**config.mk**
```make
export PLATFORM = sky130hd
export DESIGN_NAME = btac_lookup
export DESIGN_NICKNAME = d
export VERILOG_FILES = /design/src/verilog/btac_lookup.sv
export VERILOG_INCLUDE_DIRS = /design/src /design/src/verilog
export SDC_FILE = /design/constraint.sdc
export NUM_CORES = 1
export LEC_CHECK = 0
export ABC_CLOCK_PERIOD_IN_PS = 2500
export BUFFER_PORTS_ARGS = -buffer_cell sky130_fd_sc_hd__buf_4
export CAP_MARGIN = 20
export CELL_PAD_IN_SITES_DETAIL_PLACEMENT = 0
export CELL_PAD_IN_SITES_GLOBAL_PLACEMENT = 1
export CORE_ASPECT_RATIO = 0.8
export CORE_UTILIZATION = 19
export DETAILED_ROUTE_END_ITERATION = 6
export GPL_ROUTABILITY_DRIVEN = 1
export PLACE_DENSITY = 0.88
export REMOVE_ABC_BUFFERS = 1
export SYNTH_ARGS = -nofsm -noshare
export SYNTH_HDL_FRONTEND = slang
export SYNTH_SLANG_ARGS = --single-unit
```
**constraint.sdc**
```tcl
create_clock -name vclk -period 2.5
set_input_delay 0.625 -clock vclk [all_inputs]
set_output_delay 0.625 -clock vclk [all_outputs]
set_load 0.01 [all_outputs]
```
**src/verilog/btac_defines.svh**
```systemverilog
`ifndef BTAC_DEFINES_SVH
`define BTAC_DEFINES_SVH

// ***************************************************************************
// address and table geometry
// ***************************************************************************

// width of every pc and target.
`define BTAC_XLEN 32

// number of entries, a power of two.
`define BTAC_DEPTH 64

// log2 of BTAC_DEPTH.
`define BTAC_INDEX_W 6

`endif

```
**src/verilog/btac_lookup.sv**
```systemverilog
`include "btac_defines.svh"

module btac_lookup (
  input  logic [`BTAC_XLEN-1:0]      get_pc,
  output logic [`BTAC_INDEX_W-1:0]   read_index,
  input  logic                       read_valid,
  input  logic [`BTAC_XLEN-1:0]      read_pc,
  input  logic [`BTAC_XLEN-1:0]      read_addr,
  input  logic [`BTAC_XLEN-1:0]      read_npc,
  output logic                       hit,
  output logic [`BTAC_XLEN-1:0]      hit_addr,
  output logic [`BTAC_XLEN-1:0]      hit_npc
);

  logic tag_match;

  assign read_index = get_pc[`BTAC_INDEX_W+1:2];

  // full pc compare, so aliases on the index never hit.
  assign tag_match = (read_pc == get_pc);
  assign hit       = read_valid & tag_match;

  // zero on a miss; unwritten entries hold no defined data.
  assign hit_addr = hit ? read_addr : '0;
  assign hit_npc  = hit ? read_npc  : '0;

endmodule

```
# == After elaboration in Yosys (flattened, before gate mapping) ==
# Index checks and enable logic that the tools add are counted.
# word_totals
regBits,0
memories,0
mem_bits_ro,0
ram_bits,0
latchBits,0
output_inout_bits,71
# classes
n_reduce_logical,0
n_shift,0
muxes,2
bitwise,1
magnitude_cmp,0
n_eq_ne,1
addsub,0
mul,0
div_mod_pow,0
# op_table
cell,count
$mux W32,2
$eq A32 B32 Y1,1
$and A1 B1 Y1,1

# == Longest topological paths before layout ==
# logic_depth
depth_word,3
ltp_mapped,6
ltp_nobuf,4

# == Worst setup path before layout ==
# Ideal clock, no wire load.
# synth_timing
path_type,input -> output
from,input port get_pc[27]
to,output port hit_addr[10]
arrival_ns,2.050
slack_ns,-0.175
stages,5
path_buffers,1
cell_sequence,xnor2_1 > o221ai_1 > or4_1 > clkbuf_1 > nor4_1
# synth_via
elab_chain_len,3
# synth_rtl
item,line,source
from (decl),btac_lookup.sv:4,"input logic [`BTAC_XLEN-1:0] get_pc,"
$eq A32 B32 Y1,btac_lookup.sv:20,assign tag_match = (read_pc == get_pc);
$and A1 B1 Y1,btac_lookup.sv:21,assign hit = read_valid & tag_match;
$mux W32,btac_lookup.sv:24,assign hit_addr = hit ? read_addr : '0;
to (decl),btac_lookup.sv:11,"output logic [`BTAC_XLEN-1:0] hit_addr,"
# No other way between the ends.

# == Final worst setup path ==
# layout_timing
from,input port get_pc[27]
to,output port hit_npc[10]
# layout_via
elab_chain_len,3
# layout_rtl
item,line,source
$eq A32 B32 Y1,btac_lookup.sv:20,
$and A1 B1 Y1,btac_lookup.sv:21,
$mux W32,btac_lookup.sv:25,assign hit_npc = hit ? read_npc : '0;
to (decl),btac_lookup.sv:12,output logic [`BTAC_XLEN-1:0] hit_npc
# No other way between the ends.

==> metrics <==
setup TNS=-22.37 ns; largest net degree at the start of global routing=35; CP peak stage delay=0.62 ns; Power Dens Cells=88.0 nW/um^2; Arr. time, crit path=2.27 ns; Seq Cell Count=0; footprint of the multi-input gates=1800 um^2; die area=8970 um^2; First-pass DRT Iterations=5; Worst Hold Launch=get_pc[4]; cells along the critical path=buf_6 > xnor2_2 > o221ai_1 > or4_4 > buf_12 > nor4_2 > buf_4; crit path max fanout=33; number of global-route vias before repair=2339; status=finished with violations; Worst Hold Class=in -> out; ratio of cells with drive above 1 in the final layout=0.736; CP Class=in -> out; first-pass GRT wire length=10800 um; antenna violations before repair=0; leakage=0.00191 uW; post-synthesis sequential area ratio=0; Die Span Y=84.9 um; antenna viol nets, final=0; crit path max-delay cell type=or4_4; Crit path max-delay family=simple AND/OR/NAND/NOR gates; ant diodes=0; placer congestion estimate=0.801; Max Freq=0.346 GHz; DP HPWL=5430 um; GRT Overall Usage=0.140; final hold slack=1.44 ns; DRC=0; Post-Synth Adder-Cell Area=0; CP required=1.88 ns; largest family of logic cells by synthesized area=simple AND/OR/NAND/NOR gates; Critical Path Sink Type=primary output; area grow syn2layout=138%; worst setup slack after layout=-0.392 ns; RSZ-0062 raised after global routing=true; final hold viol count=0; mux share of post-synthesis cell area=0; routed len/inst=14.8 um; IR drop worst, VDD=67.3 uV; DRT iter0 DRCs=137; filler cell count=756; Worst Hold Path Cells=2; syn_area_per_cell=7.42 um^2; post-synthesis compound-gate area fraction=0.0222; Initial Utilization=0.201; period utilisation layout=1.16; Syn Inst Count=220; commonest non-fill, non-tap cell in the layout=buf_4; synthesized area=1630 um^2; Final nets=537; violated checks=setup timing; endpoints failing setup=65; Synth Warn #=0; Max-Cap Viols=0; Period minus WS final=2.89 ns; Finished Core Util=0.479; Die W=106 um; number of port buffers=200; Slew Viols, Final=0; most frequent cells in the layout=buf_4, nand3_1, nor4_2; global route overflow=0; library cells used by synthesis=20; CORE AREA=8130 um^2; clock buffers=0; worst-margin pin slew=0.372 ns; pre-CTS setup slack=-0.384 ns; final wirelength=7620 um; row count=29; I/O pins=200; CP Launch Type=input port; register area=0 um^2; Slew HR=0.752; via density per instance=4.87; buffers and inverters on the worst path=3; WHS Endpoint=read_index[2]; Post-Synth Simple-Gate Area=0.690; vias=2501; Synth Area in XOR/XNOR=0.139
[how the worst max path moves through the flow]
stage	from	endpoint	slack [ns]	cells past startpoint
finish	get_pc[27]	hit_npc[10]	-0.39	7
global placement	get_pc[27]	hit_addr[11]	-0.35	7
floorplan	get_pc[22]	hit_addr[13]	-4.28	4
CTS	get_pc[27]	hit_npc[9]	-0.32	7
detailed placement	get_pc[27]	hit_addr[8]	-0.38	7
global route	get_pc[27]	hit_npc[1]	-0.43	7
[layer usage]
metal  vias to the layer above  wire, um  track usage
li1                       1219         -            -
met1                      1133      2910        0.167
met2                       137      4030        0.273
met3                        12       571       0.0169
met4                         0       111       0.0215
met5                         -         0            0
[stage by stage]
stage	instances	cell area, um^2	total power [uW]
2_1_floorplan	179	1410	77.6
4_1_cts	508	3410	312
3_3_place_gp	508	3320	302
6_report	514	3890	342
5_1_grt	514	3890	367
3_5_place_dp	508	3320	307
[area by class of cell]
cell class | instances | area share
timing repair buffer | 227 | 0.497
multi-input combinational | 174 | 0.462
tap | 108 | 0.0347
inverter | 5 | 0.00547
[cells by family after synthesis]
| family | after synthesis |
|---|---|
| AOI/OAI and AO/OA | 4 |
| xor gates and xnor gates | 26 |
| buffers and inverters | 46 |
| and+or+nand+nor | 144 |
[repair_timing]
action,in CTS,in global routing
cloned,0,4
endpoints found under the setup margin,65,65
buffers inserted,0,2
hold buffers,0,0
endpoints found under the hold margin,0,0
resized for setup,14,55
pin swaps,0,27
[power by group]
| group | total (uW) | switching (uW) | internal (uW) | leakage (uW) |
|---|---|---|---|---|
| Sequential | 0 | 0 | 0 | 0 |
| Combinational | 342 | 136 | 206 | 0.00191 |
| Clock | 0 | 0 | 0 | 0 |
[cells in the mapped netlist]
library cell | n | area [um^2]
nand3_1 | 66 | 330
nor4_2 | 50 | 626
clkbuf_1 | 26 | 97.6
xor2_1 | 20 | 175
nor4_1 | 19 | 119
buf_4 | 6 | 45.0
buf_6 | 6 | 67.6
xnor2_1 | 6 | 52.6
inv_1 | 5 | 18.8
nand2b_1 | 4 | 25.0
buf_2 | 2 | 10.0
nand2_1 | 2 | 7.51
a221oi_1 | 1 | 8.76
a222oi_1 | 1 | 10.0
buf_1 | 1 | 3.75
nand4_1 | 1 | 6.26
nor3_1 | 1 | 5.00
o2111ai_1 | 1 | 8.76
o221ai_1 | 1 | 8.76
or4_1 | 1 | 7.51
Power figures use the tool's default switching activity.
