===== config.mk =====
export PLATFORM = sky130hd
export DESIGN_NAME = btac_update_select
export DESIGN_NICKNAME = d
export VERILOG_FILES = /design/src/verilog/btac_pkg.sv /design/src/verilog/btac_update_select.sv
export VERILOG_INCLUDE_DIRS = /design/src /design/src/verilog
export SDC_FILE = /design/constraint.sdc
export NUM_CORES = 1
export LEC_CHECK = 0
export BUFFER_PORTS_ARGS = -buffer_cell sky130_fd_sc_hd__buf_4
export CORE_AREA = 3 3 129 131
export DETAILED_ROUTE_END_ITERATION = 10
export DIE_AREA = 0 0 132 134
export GPL_TIMING_DRIVEN = 0
export PLACE_DENSITY = 0.44
export SYNTH_ARGS = -nofsm -noshare
export SYNTH_HDL_FRONTEND = slang
export SYNTH_SLANG_ARGS = --single-unit

===== constraint.sdc =====
create_clock -name vclk -period 2.2
set_input_delay 0.55 -clock vclk [all_inputs]
set_output_delay 0.55 -clock vclk [all_outputs]
set_load 0.1 [all_outputs]

===== src/verilog/btac_defines.svh =====
`ifndef BTAC_DEFINES_SVH
`define BTAC_DEFINES_SVH

// ***************************************************************************
// address and table geometry
// ***************************************************************************

// width of every pc and target.
`define BTAC_XLEN 32

// number of entries, a power of two.
`define BTAC_DEPTH 64

// log2 of BTAC_DEPTH.
`define BTAC_INDEX_W 6

`endif


===== src/verilog/btac_pkg.sv =====
`include "btac_defines.svh"

package btac_pkg;

  // what the chosen retire slot carries.
  typedef enum logic [1:0] {
    slot_none   = 2'd0,
    slot_jump   = 2'd1, // resolved taken.
    slot_branch = 2'd2  // resolved not taken.
  } slot_kind_t;

  // prediction tracker.
  typedef enum logic {
    track_idle    = 1'b0,
    track_pending = 1'b1
  } track_state_t;

endpackage


===== src/verilog/btac_update_select.sv =====
`include "btac_defines.svh"

module btac_update_select
  import btac_pkg::*;
(
  input  logic                       upd_jump0,
  input  logic                       upd_branch0,
  input  logic [`BTAC_XLEN-1:0]      upd_pc0,
  input  logic [`BTAC_XLEN-1:0]      upd_addr0,
  input  logic [`BTAC_XLEN-1:0]      upd_npc0,
  input  logic                       upd_jump1,
  input  logic                       upd_branch1,
  input  logic [`BTAC_XLEN-1:0]      upd_pc1,
  input  logic [`BTAC_XLEN-1:0]      upd_addr1,
  input  logic [`BTAC_XLEN-1:0]      upd_npc1,
  output logic                       write_req,
  output logic [`BTAC_INDEX_W-1:0]   write_index,
  output logic [`BTAC_XLEN-1:0]      write_pc,
  output logic [`BTAC_XLEN-1:0]      write_addr,
  output logic [`BTAC_XLEN-1:0]      write_npc,
  output slot_kind_t                 res_kind,
  output logic [`BTAC_XLEN-1:0]      res_addr
);

  slot_kind_t kind0;
  slot_kind_t kind1;

  function automatic slot_kind_t classify(input logic jump, input logic branch);
    if (jump) begin
      return slot_jump; // jump flag wins over branch.
    end else if (branch) begin
      return slot_branch;
    end
    return slot_none;
  endfunction

  // ***************************************************************************
  // write slot: first jump in program order
  // ***************************************************************************

  assign write_req  = upd_jump0 | upd_jump1;
  assign write_pc   = upd_jump0 ? upd_pc0   : upd_pc1;
  assign write_addr = upd_jump0 ? upd_addr0 : upd_addr1;
  assign write_npc  = upd_jump0 ? upd_npc0  : upd_npc1;
  assign write_index = write_pc[`BTAC_INDEX_W+1:2]; // word aligned.

  // ***************************************************************************
  // resolving slot: first control transfer of either kind
  // ***************************************************************************

  assign kind0 = classify(upd_jump0, upd_branch0);
  assign kind1 = classify(upd_jump1, upd_branch1);

  always_comb begin
    if (kind0 != slot_none) begin
      res_kind = kind0;
      res_addr = upd_addr0;
    end else begin
      res_kind = kind1;
      res_addr = upd_addr1;
    end
  end

endmodule

======== Yosys cells after proc, flatten, opt, wreduce, memory -nomap -nowiden ========
Index checks and enable logic that the tools add are counted.
storage, ports and cells
  register bits ........................... 0
  input port bits ......................... 196
  word-level logic and storage cells ...... 17
cells by class
  multiplexer cells ....................... 15
  bitwise logic cells ..................... 1
  reduce and logical (&&, ||, !) cells .... 1
operators with widths
  cell                count
  32-bit 2-to-1 mux   4
  2-bit 2-to-1 mux    7
  1-bit 2-to-1 mux    4
  2-bit nonzero test  1
  1-bit bitwise OR    1

======== Logic depth before layout (Yosys ltp) ========
  depth in word-level cells ............... 5
  mapped depth ............................ 4

======== Worst setup path before layout ========
No wires, ideal clock.
  path kind ............................... input-to-output
  start point ............................. input upd_jump0
  end point ............................... output res_kind[1]
  data arrival time ....................... 2,428 ps
  path slack .............................. -778 ps
  stages .................................. 4
  buffers on the path ..................... 3
  path through ............................ buf_6 buf_6 buf_6 a21oi_1
on the way
  word-level cells in the longest chain between the ends .. 4
  elaborated cells between the ends (all ways) .. 5
RTL lines
  item                                                         RTL line                  RTL
  start, declared                                              btac_update_select.sv:6   input logic upd_jump0,
  2-bit 2-to-1 mux / 1-bit 2-to-1 mux (equally long branches)  btac_update_select.sv:29  if (jump) begin
  2-bit 2-to-1 mux (*)                                         btac_update_select.sv:34  return slot_none;
  2-bit nonzero test                                           btac_update_select.sv:55  if (kind0 != slot_none) begin
  2-bit 2-to-1 mux (*)                                         btac_update_select.sv:55
  end, declared                                                btac_update_select.sv:21  output slot_kind_t res_kind,
Mark *: on every way between the ends. The rest lies on a longest branch, timed or not.

======== Worst setup path after layout ========
  start point ............................. input upd_jump0
  end point ............................... output res_addr[24]
on the way
  word-level cells in the longest chain between the ends .. 4
  elaborated cells between the ends (all ways) .. 5
RTL lines
  item                                                         RTL line                  RTL
  2-bit 2-to-1 mux / 1-bit 2-to-1 mux (equally long branches)  btac_update_select.sv:29
  2-bit 2-to-1 mux (*)                                         btac_update_select.sv:34
  2-bit nonzero test (*)                                       btac_update_select.sv:55
  32-bit 2-to-1 mux (*)                                        btac_update_select.sv:55
  end, declared                                                btac_update_select.sv:22  output logic [`BTAC_XLEN-1:0] res_addr
Marked as above.

==> results.md <==
Run status:
- The run finished with clean final reports.

Power:
- Summed over all cells, the static leakage comes to 2.407 nW.
- For this design the ratio of total power to cell area is 525.7 mW/mm^2.
- Across the VDD grid, the largest voltage drop is 0.2010 mV.

Finish:
- The number of filler cells placed in the layout is 1,692.
- For this run, the share of the core covered by cells in the final layout is 0.2950.
- The sequential cell count is 0.
- Leaving out filler cells and counting taps, the final layout contains 704.
- Relative to the synthesized area, the layout overhead comes to 157.3%.
- Of the cells placed in the final design, the portion with a size suffix greater than 1 is 0.9939.
- The number of inserted diodes is 0.
- The sequential cells in the finished layout cover a total of 0 sq um.
- The final design area excluding fillers is 0.004636 sq mm.
- The total number of nets in the final design is 686.
- The number of clock buffers in the layout is 0.

Detailed routing:
- After detailed routing, the average wire length per cell comes to 15.28 um.
- The number of vias after detailed routing is 2,583.
- The post-detailed-route DRC marker count is 0.
- The number of violations reported at the end of detailed-routing iteration 0 is 13.
- The count of nets left with antenna violations once routing finished came out at 0.
- The iteration count of the initial detailed-routing pass is 3.
- The via density per instance is 3.669.
- After detailed routing, the total wire length is 10.76 mm.

Synth:
- The synthesized netlist contains 10 unique library cells.
- The cell count after synthesis is 154.
- Of the post-synthesis cell area, the dominant cell type holds 0.5688.
- In the post-synthesis netlist, the cell with the most instances is mux2_2.
- Sorting the synthesized cells by area gives the leading types as mux2_2 57%, mux2_4 31%, buf_4 5.8%.
- The sequential share of the synthesized area is 0.
- Synthesis produced a netlist with a net count of 350.
- The largest total area in the synthesized netlist belongs to mux2_2.
- The synthesized netlist occupies a cell area of 0.001802 sq mm.
- The average instance in the mapped netlist occupies 11.70 sq um.
- The commonest cells after synthesis are 91 x mux2_2, 37 x mux2_4, 14 x buf_4, 6 x buf_6.
- The count of warnings emitted by yosys is 0.

Hold path:
- In this run the worst hold path is classified as input port to output pin.
- The instance count along the most critical hold path is 3.

Global route:
- Entering global routing, the biggest net connects 11 pins.
- The number of antenna violations at the first check in global routing is 0.
- The sum of overflow across all layers after global routing is 0.
- The number of global-route vias before repair is 2,857.
- For this run, the total global-route usage over all layers was measured as 0.1070.
- The first global-routing pass estimated 15.55 mm of wire.

Setup path:
- For this run, the slowest stage of the critical path takes 0.32 ns.
- The cell with the largest stage delay on the worst path is mux2_4.
- The critical path goes through buf_6 > nor2_8 > buf_6 > mux2_4 > buf_4.
- STA classifies the critical path endpoint as an output pin.
- The largest fanout on the critical path is 10.
- The critical path data arrival time is 1.61 ns.
- The cell type with the highest occurrence count on the critical path is buf_6.
- The kind of start point of the critical path is an input port.
- At the worst endpoint, the required time is 1.65 ns.
- The kind of critical path is input port to output pin.

Run:
- The number of violations of the max-capacitance limit is 0.

Place:
- In this run the cell area measured after placement is 0.004583 sq mm.
- During placement, the flow inserted port buffers numbering 332.
- The detailed placement HPWL is 9.769 mm.
- At the end of routability-driven placement, the weighted congestion stood at 0.7421.
- After detailed placement, the design holds a cell count of 702.

Timing:
- The worst hold-check slack is 1.523 ns.
- In this run the tightest slew margin relative to its limit is 0.7987.
- The number of pins exceeding their max-slew limit in the final report came to 0.
- Of the available clock period, the critical path in the final layout requires 0.9818.
- Setup violations remaining at the end of the flow were counted as 0.
- The shortest period the worst path allows is 2.160 ns.
- Setup repair after global routing could not meet its margin everywhere.
- The hold violation count in the final report is 0.
- At the pin with the least slew margin, the transition time is 0.3044 ns.
- Derived from the worst setup path, the maximum achievable clock frequency is 0.4630 GHz.
- After routing, the total negative slack on setup checks comes to 0 ns.

Floorplan:
- The die width is 132 um.
- The starting density of the core is 0.1147.
- The floorplan step defined a die boundary enclosing 0.01769 sq mm.
- Row generation in the floorplan step produced 46 rows.
- 333 I/O pins were placed.
- After floorplanning, the core was sized to cover 0.01571 sq mm.
- The die is 134 um tall.

Clocking:
- Hold repair after CTS inserted 0 buffers.
-- where the power goes --
group,leakage [nW],switching (mW),total (mW),internal [mW]
combinational,2.41,1.73,2.44,0.704
clock,0,0,0,0
sequential,0,0,0,0
-- repair_timing --
action                                  4_1_cts  5_1_grt
endpoints found under the setup margin       37       22
resized for setup                             9        1
endpoints found under the hold margin         0        0
cloned                                        0        0
buffers inserted                              2        0
-- per-stage QoR --
| step | setup WS (ns) | total power [mW] |
|---|---|---|
| global route | -0.01530 | 2.506 |
| detailed placement | -0.02638 | 2.439 |
| CTS | 0.0006259 | 2.455 |
| global placement | -0.01965 | 2.431 |
| finish | 0.04010 | 2.437 |
| floorplan | -0.1544 | 1.810 |
-- final cells by class --
type               count  area (sq um)  share of cell area
multi-input cells    133          1644              0.3547
plain buffers         20         183.9             0.03968
inverters              1         3.754           0.0008097
well taps            216         270.3             0.05830
repair buffers       334          2534              0.5466
-- placed cells by master, fill, tap and decap left out, drive strengths merged --
master / count
mux2: 128
a21oi: 1
nor2: 1
a21o: 1
or2: 1
buf: 354
nand2b: 1
inv: 1
-- cell families after synthesis --
| logic type | synth area share |
|---|---|
| buffers and inverters | 0.09791 |
| AOI/OAI and AO/OA | 0.006943 |
| muxes | 0.8771 |
| and+or+nand+nor | 0.01806 |
-- final timing paths --
path,start,slack [ns],endpoint
min,upd_npc1[28],1.52,write_npc[28]
max,upd_jump0,0.04,res_addr[24]
-- routing by layer --
| layer | vias to the layer above | global-route usage | share of wire |
|---|---|---|---|
| li1 | 1246 | - | - |
| met1 | 1158 | 0.1100 | 0.34 |
| met2 | 175 | 0.2158 | 0.54 |
| met3 | 4 | 0.03976 | 0.11 |
| met4 | 0 | 0.004084 | 0.0042 |
| met5 | - | 0 | 0 |
-- critical path, delay by kind of cell --
kind	cells	cell delay [ns]
buffers and inverters	3	0.57
muxes	1	0.32
and+or+nand+nor	1	0.15
No activity file was read; power rests on OpenSTA's default activity.
