### config.mk
export PLATFORM = sky130hd
export DESIGN_NAME = btac_ctrl
export DESIGN_NICKNAME = d
export VERILOG_FILES = /design/src/verilog/btac_pkg.sv /design/src/verilog/btac_ctrl.sv
export VERILOG_INCLUDE_DIRS = /design/src /design/src/verilog
export SDC_FILE = /design/constraint.sdc
export NUM_CORES = 1
export LEC_CHECK = 0
export BUFFER_PORTS_ARGS = -buffer_cell sky130_fd_sc_hd__buf_2
export CAP_MARGIN = 20
export CORE_MARGIN = 10
export CORE_UTILIZATION = 46
export DETAILED_ROUTE_END_ITERATION = 8
export HOLD_SLACK_MARGIN = 0.05
export PLACE_DENSITY = 0.87
export RECOVER_POWER = 25
export SETUP_SLACK_MARGIN = 0.5
export SLEW_MARGIN = 20
export SYNTH_ARGS = -nofsm -noshare
export SYNTH_HDL_FRONTEND = slang
export SYNTH_SLANG_ARGS = --single-unit
### constraint.sdc
create_clock -name clock -period 13.02 [get_ports clock]
set_input_delay 2.604 -clock clock [delete_from_list [all_inputs] [get_ports clock]]
set_output_delay 2.604 -clock clock [all_outputs]
set_load 0.01 [all_outputs]
### src/verilog/btac_defines.svh
`ifndef BTAC_DEFINES_SVH
`define BTAC_DEFINES_SVH

// ***************************************************************************
// address and table geometry
// ***************************************************************************

// width of every pc and target.
`define BTAC_XLEN 32

// number of entries, a power of two.
`define BTAC_DEPTH 64

// log2 of BTAC_DEPTH.
`define BTAC_INDEX_W 6

`endif

### src/verilog/btac_pkg.sv
`include "btac_defines.svh"

package btac_pkg;

  // what the chosen retire slot carries.
  typedef enum logic [1:0] {
    slot_none   = 2'd0,
    slot_jump   = 2'd1, // resolved taken.
    slot_branch = 2'd2  // resolved not taken.
  } slot_kind_t;

  // prediction tracker.
  typedef enum logic {
    track_idle    = 1'b0,
    track_pending = 1'b1
  } track_state_t;

endpackage

### src/verilog/btac_ctrl.sv
`include "btac_defines.svh"

module btac_ctrl
  import btac_pkg::*;
(
  input  logic                       clock,
  input  logic                       reset,
  input  logic                       clear,
  input  logic                       taken,
  input  logic [`BTAC_XLEN-1:0]      taddr,
  input  logic [`BTAC_XLEN-1:0]      tpc,
  input  logic                       write_req,
  input  slot_kind_t                 res_kind,
  input  logic [`BTAC_XLEN-1:0]      res_addr,
  input  logic                       hit,
  input  logic [`BTAC_XLEN-1:0]      hit_addr,
  input  logic [`BTAC_XLEN-1:0]      hit_npc,
  output logic                       write_en,
  output logic                       pred_branch,
  output logic [`BTAC_XLEN-1:0]      pred_baddr,
  output logic [`BTAC_XLEN-1:0]      pred_pc,
  output logic                       pred_miss,
  output logic [`BTAC_XLEN-1:0]      pred_maddr
);

  track_state_t state;
  track_state_t state_next;

  logic [`BTAC_XLEN-1:0] held_addr;
  logic [`BTAC_XLEN-1:0] held_npc;

  logic                  pending;
  logic [`BTAC_XLEN-1:0] pend_addr;
  logic [`BTAC_XLEN-1:0] pend_npc;
  logic                  resolve;
  logic                  miss;
  logic [`BTAC_XLEN-1:0] maddr;

  // ***************************************************************************
  // pending prediction
  // ***************************************************************************

  // a taken strobe counts in its own cycle.
  assign pending   = taken | (state == track_pending);
  assign pend_addr = taken ? taddr : held_addr;
  assign pend_npc  = taken ? tpc   : held_npc;
  assign resolve   = (res_kind != slot_none);

  always_comb begin
    if (clear) begin
      state_next = track_idle; // flush drops the prediction.
    end else if (pending && !resolve) begin
      state_next = track_pending;
    end else begin
      state_next = track_idle;
    end
  end

  always_ff @(posedge clock) begin
    if (!reset) begin
      state <= track_idle;
    end else begin
      state <= state_next;
    end
  end

  always_ff @(posedge clock) begin
    if (taken && !clear) begin
      held_addr <= taddr;
      held_npc  <= tpc;
    end
  end

  // ***************************************************************************
  // resolution
  // ***************************************************************************

  always_comb begin
    miss  = 1'b0;
    maddr = '0;
    case (res_kind)
      slot_jump: begin
        maddr = res_addr;
        if (!pending) begin
          miss = 1'b1; // unpredicted taken transfer.
        end else begin
          miss = (res_addr != pend_addr);
        end
      end
      slot_branch: begin
        if (pending) begin
          miss  = 1'b1; // predicted taken, went sequential.
          maddr = pend_npc;
        end
      end
      default: begin
        miss  = 1'b0;
        maddr = '0;
      end
    endcase
  end

  // ***************************************************************************
  // outputs, all forced low by clear
  // ***************************************************************************

  assign write_en    = write_req & ~clear;
  assign pred_branch = hit & ~clear;
  assign pred_baddr  = clear ? '0 : hit_addr;
  assign pred_pc     = clear ? '0 : hit_npc;
  assign pred_miss   = miss & ~clear;
  assign pred_maddr  = clear ? '0 : maddr;

endmodule

[Word-level counts from Yosys, hierarchy flattened]
Index checks and enable logic that the tools add are counted.
Operators by class
  multiplexer cells: 11
  equal/unequal tests: 3
  bitwise operators: 6
  reduce and logical (&&, ||, !) cells: 6
Operators with widths (number)
  $mux 32: 6
  $pmux 32 s2: 1
  $ne 32x32->1: 1
  $and 1x1->1: 3
  $mux 1: 3
  $eq 2x1->1 const B: 1
  $eq 2x2->1 const B: 1
  $logic_and 1x1->1: 2
  $logic_not 1->1: 2
  $not 1->1: 2
  $pmux 1 s2: 1
  $reduce_bool 2->1: 1
  $reduce_or 2->1: 1
  $or 1x1->1: 1
Storage, ports and cells
  word-level logic and storage cells: 29
  input port bits: 168
  register bits: 65

[Longest topological paths before layout]
  word-level depth: 5
  depth in mapped cells: 8
  mapped depth without buffers: 7

[Worst setup path after synthesis]
OpenSTA, ideal clock, no wires.
  path kind: input to register
  start: input taken
  end: register held_addr[0] (enable)
  cell stages on the path: 5
  setup time: 493 ps
  slack: 6343 ps
  required time: 12527 ps
  arrival time: 6184 ps
  path through: buf_6 -> buf_6 -> buf_2 -> buf_2 -> nor2b_1
Between the ends
  word-level cells in the longest chain between the ends: 1
RTL lines
  start: declaration: line btac_ctrl.sv:9  | input logic taken,
  $logic_and 1x1->1: line btac_ctrl.sv:68  | if (taken && !clear) begin
  end signal: assignment: line btac_ctrl.sv:69  | held_addr <= taddr;
  end: declaration: line btac_ctrl.sv:29  | logic [`BTAC_XLEN-1:0] held_addr;
No other way between the ends.
A chain may end at the register's enable or synchronous reset.

[Worst setup path in the final report]
  start: input taken
  end: output pred_miss
Between the ends
  word-level cells in the longest chain between the ends: 5
RTL lines
  $mux 32: line btac_ctrl.sv:45  | assign pend_addr = taken ? taddr : held_addr;
  $ne 32x32->1: line btac_ctrl.sv:87  | miss = (res_addr != pend_addr);
  $mux 1: line btac_ctrl.sv:84  | if (!pending) begin
  $pmux 1 s2 *: line btac_ctrl.sv:81  | case (res_kind)
  $and 1x1->1 *: line btac_ctrl.sv:111  | assign pred_miss = miss & ~clear;
  end: declaration: line btac_ctrl.sv:22  | output logic pred_miss,
Mark *: on every way between the ends. The rest lies on a longest branch, timed or not.

==> summary.md <==
| Metric | Value |
|---|---|
| Port Buffers | 266 |
| Netlist Area Pre-Place | 0.00399 mm² |
| Maximum fanout along the worst path | 68 |
| Synthesis-to-finish area growth | 37.9% |
| Largest net degree at the start of global routing | 70 |
| Setup repair bufs after CTS | 0 |
| Library cells used by synthesis | 26 |
| Global-route wire length before repair | 21600 µm |
| GRT Total Usage | 0.211 |
| Reg2reg end | state |
| Power, Total | 0.535 mW |
| Post-DRT Antenna Nets | 0 |
| Placed cells | 692 |
| Worst slack at placement | 5390 ps |
| Tcrit/Tclk final | 0.581 |
| Vias per cell | 5.15 |
| Syn nets | 515 |
| Status | completed |
| Via count of the first global-routing pass | 3979 |
| Final setup viols | 0 |
| Worst-Skew Late Latency | 330 ps |
| Detailed Route WL | 14200 µm |
| FMAX | 0.132 GHz |
| Cells after Synth | 344 |
| Worst-path clk slew | 70 ps |
| Share of flip-flops with an asynchronous set or reset | 0 |
| Root Driver | clkbuf_8 |
| Die Area | 0.0128 mm² |
| Slew @ Worst Pin | 994 ps |
| Max-Cap Viols | 0 |
| Post-DP HPWL | 11600 µm |
| Post-CTS sizing | 0 |
| Post-synth EDFFs | 64 |
| Initial DRC Count | 213 |
| FILL cells | 700 |
| Worst setup EP type | output pin |
| Worst Path Arrival | 4960 ps |
| Fin. Hold Viols | 0 |
| Worst setup SP type | primary input |
| Crit path to | pred_miss |
| RSZ-0062 raised after global routing | no |
| Tmin final | 7560 ps |
| DRC viols | 0 |
| Fin. max-slew vios | 0 |
| Hold WC Path Type | register to register |
| Nets | 769 |
| Flops & latches, synth | 65 |
| Clk buf depth | 2 |
| CTS tree | yes |
| Routed wire length per instance | 20.1 µm |
| Max VDD drop | 0.0462 mV |
| Area of the multi-input gates | 0.00191 mm² |
| GRT overflow | 0 |
| Worst setup startpoint | taken |
| Htree depth | 3 |
| Lkg Pwr | 2.46 nW |
| Final WS setup | 5460 ps |
| Io pins | 267 |
| Post-route insts no fill | 708 |
| Number of buffers created by CTS | 9 |
| Clock sink count | 65 |
| Initial Utilization | 0.479 |
| Most frequent cells in the layout | buf_2 (224), nor2b_1 (66), edfxtp_1 (64) |
| GPL Wtd Cong | 0.826 |
| Slew margin rel. | 0.338 |
| Antenna diodes | 0 |
| Critical path type | primary input to output pin |
| Die H | 113 µm |
| R2r setup slk | 12310 ps |
| Ys flop type | edfxtp_1 |
| Post-place instance area | 0.00535 mm² |
| Cts hold-fix bufs | 0 |
| Most common cell after layout, fill and taps aside | buf_2 |
| Register area | 0.00194 mm² |
| Share of cells above drive strength 1 | 0.463 |
| Setup_tns | 0 ps |
| Core Area | 0.00834 mm² |
| Vias after detailed routing | 3648 |
| Reg-to-reg startpoint | state |
| Hold Slack | 603 ps |
| YS warnings | 0 |
| Syn Area/Cell | 11.6 µm² |
| FP Rows | 33 |
| PwrDens | 97.1 mW/mm² |
| Post-layout utilization of the core | 0.660 |
| Post-route cell area | 0.00551 mm² |
| DRT Pass-1 Iters | 4 |
| Sequential fraction of the synthesis area | 0.486 |
| CP required | 10420 ps |
| R2R depth | 2 |
| Initial antenna violation count | 0 |
| Die X | 113 µm |
| Clk_skew | 0 ps |
report_power, final:
part	internal, mW	switching, mW
combinational	0.0565	0.0609
sequential	0.245	0.00367
clock	0.0954	0.0729
total	0.397	0.137
final cells by class:
type	instances	area share
clock buffers	15	0.0357
repair buffers	269	0.237
multi-input cells	250	0.347
inverters	3	0.00204
clock inverters	1	0.00136
well taps	105	0.0239
flip-flops and latches	65	0.353
registers in the layout (all words and copies together), names as in the netlist:
signal     flops
held_npc      32
held_addr     32
state          1
cells in the mapped netlist (2+ instances only):
cell	n	area, µm²
mux2i_1	32	320
inv_1	3	11.3
nor2b_1	67	419
edfxtp_1	64	1920
xor2_1	6	52.6
buf_6	2	22.5
buf_2	7	35.0
mux2_2	33	372
ha_1	3	37.5
clkbuf_1	14	52.6
a22oi_1	32	240
nor2_1	34	128
xnor2_1	25	219
nand4_1	3	18.8
nor4_1	7	43.8
buf_1	2	7.51
how the worst min path moves through the flow:
stage,startpoint,endpoint,slack (ps),cells after the start
finish,state,state,600,2
global route,state,state,650,2
CTS,state,state,600,2
global placement,state,state,570,2
detailed placement,state,state,590,2
floorplan,state,state,530,2
routing by layer:
metal	vias up	track usage	wire (µm)
met2	184	0.381	7650
met5	-	0	0
met3	33	0.0872	1340
li1	1747	-	-
met1	1684	0.202	4700
met4	0	0.103	527
cell families after synthesis:
group,after synthesis,synth area share
AO/OA/AOI/OAI,37,0.0693
multiplexers,65,0.173
XOR/XNOR,31,0.0680
buffers and inverters,29,0.0373
adder cells (fa/ha/maj),3,0.00940
AND/OR/NAND/NOR,114,0.156
flip-flops,65,0.486
worst max-delay path, cell delays in order:
cell and delay, ps:
buf_2 80, buf_4 730, mux2i_1 310, xnor2_1 120, nor4_1 320, nand4_1 180
nor4_1 310, nor3_1 90, buf_2 170
Power figures use the tool's default switching activity.
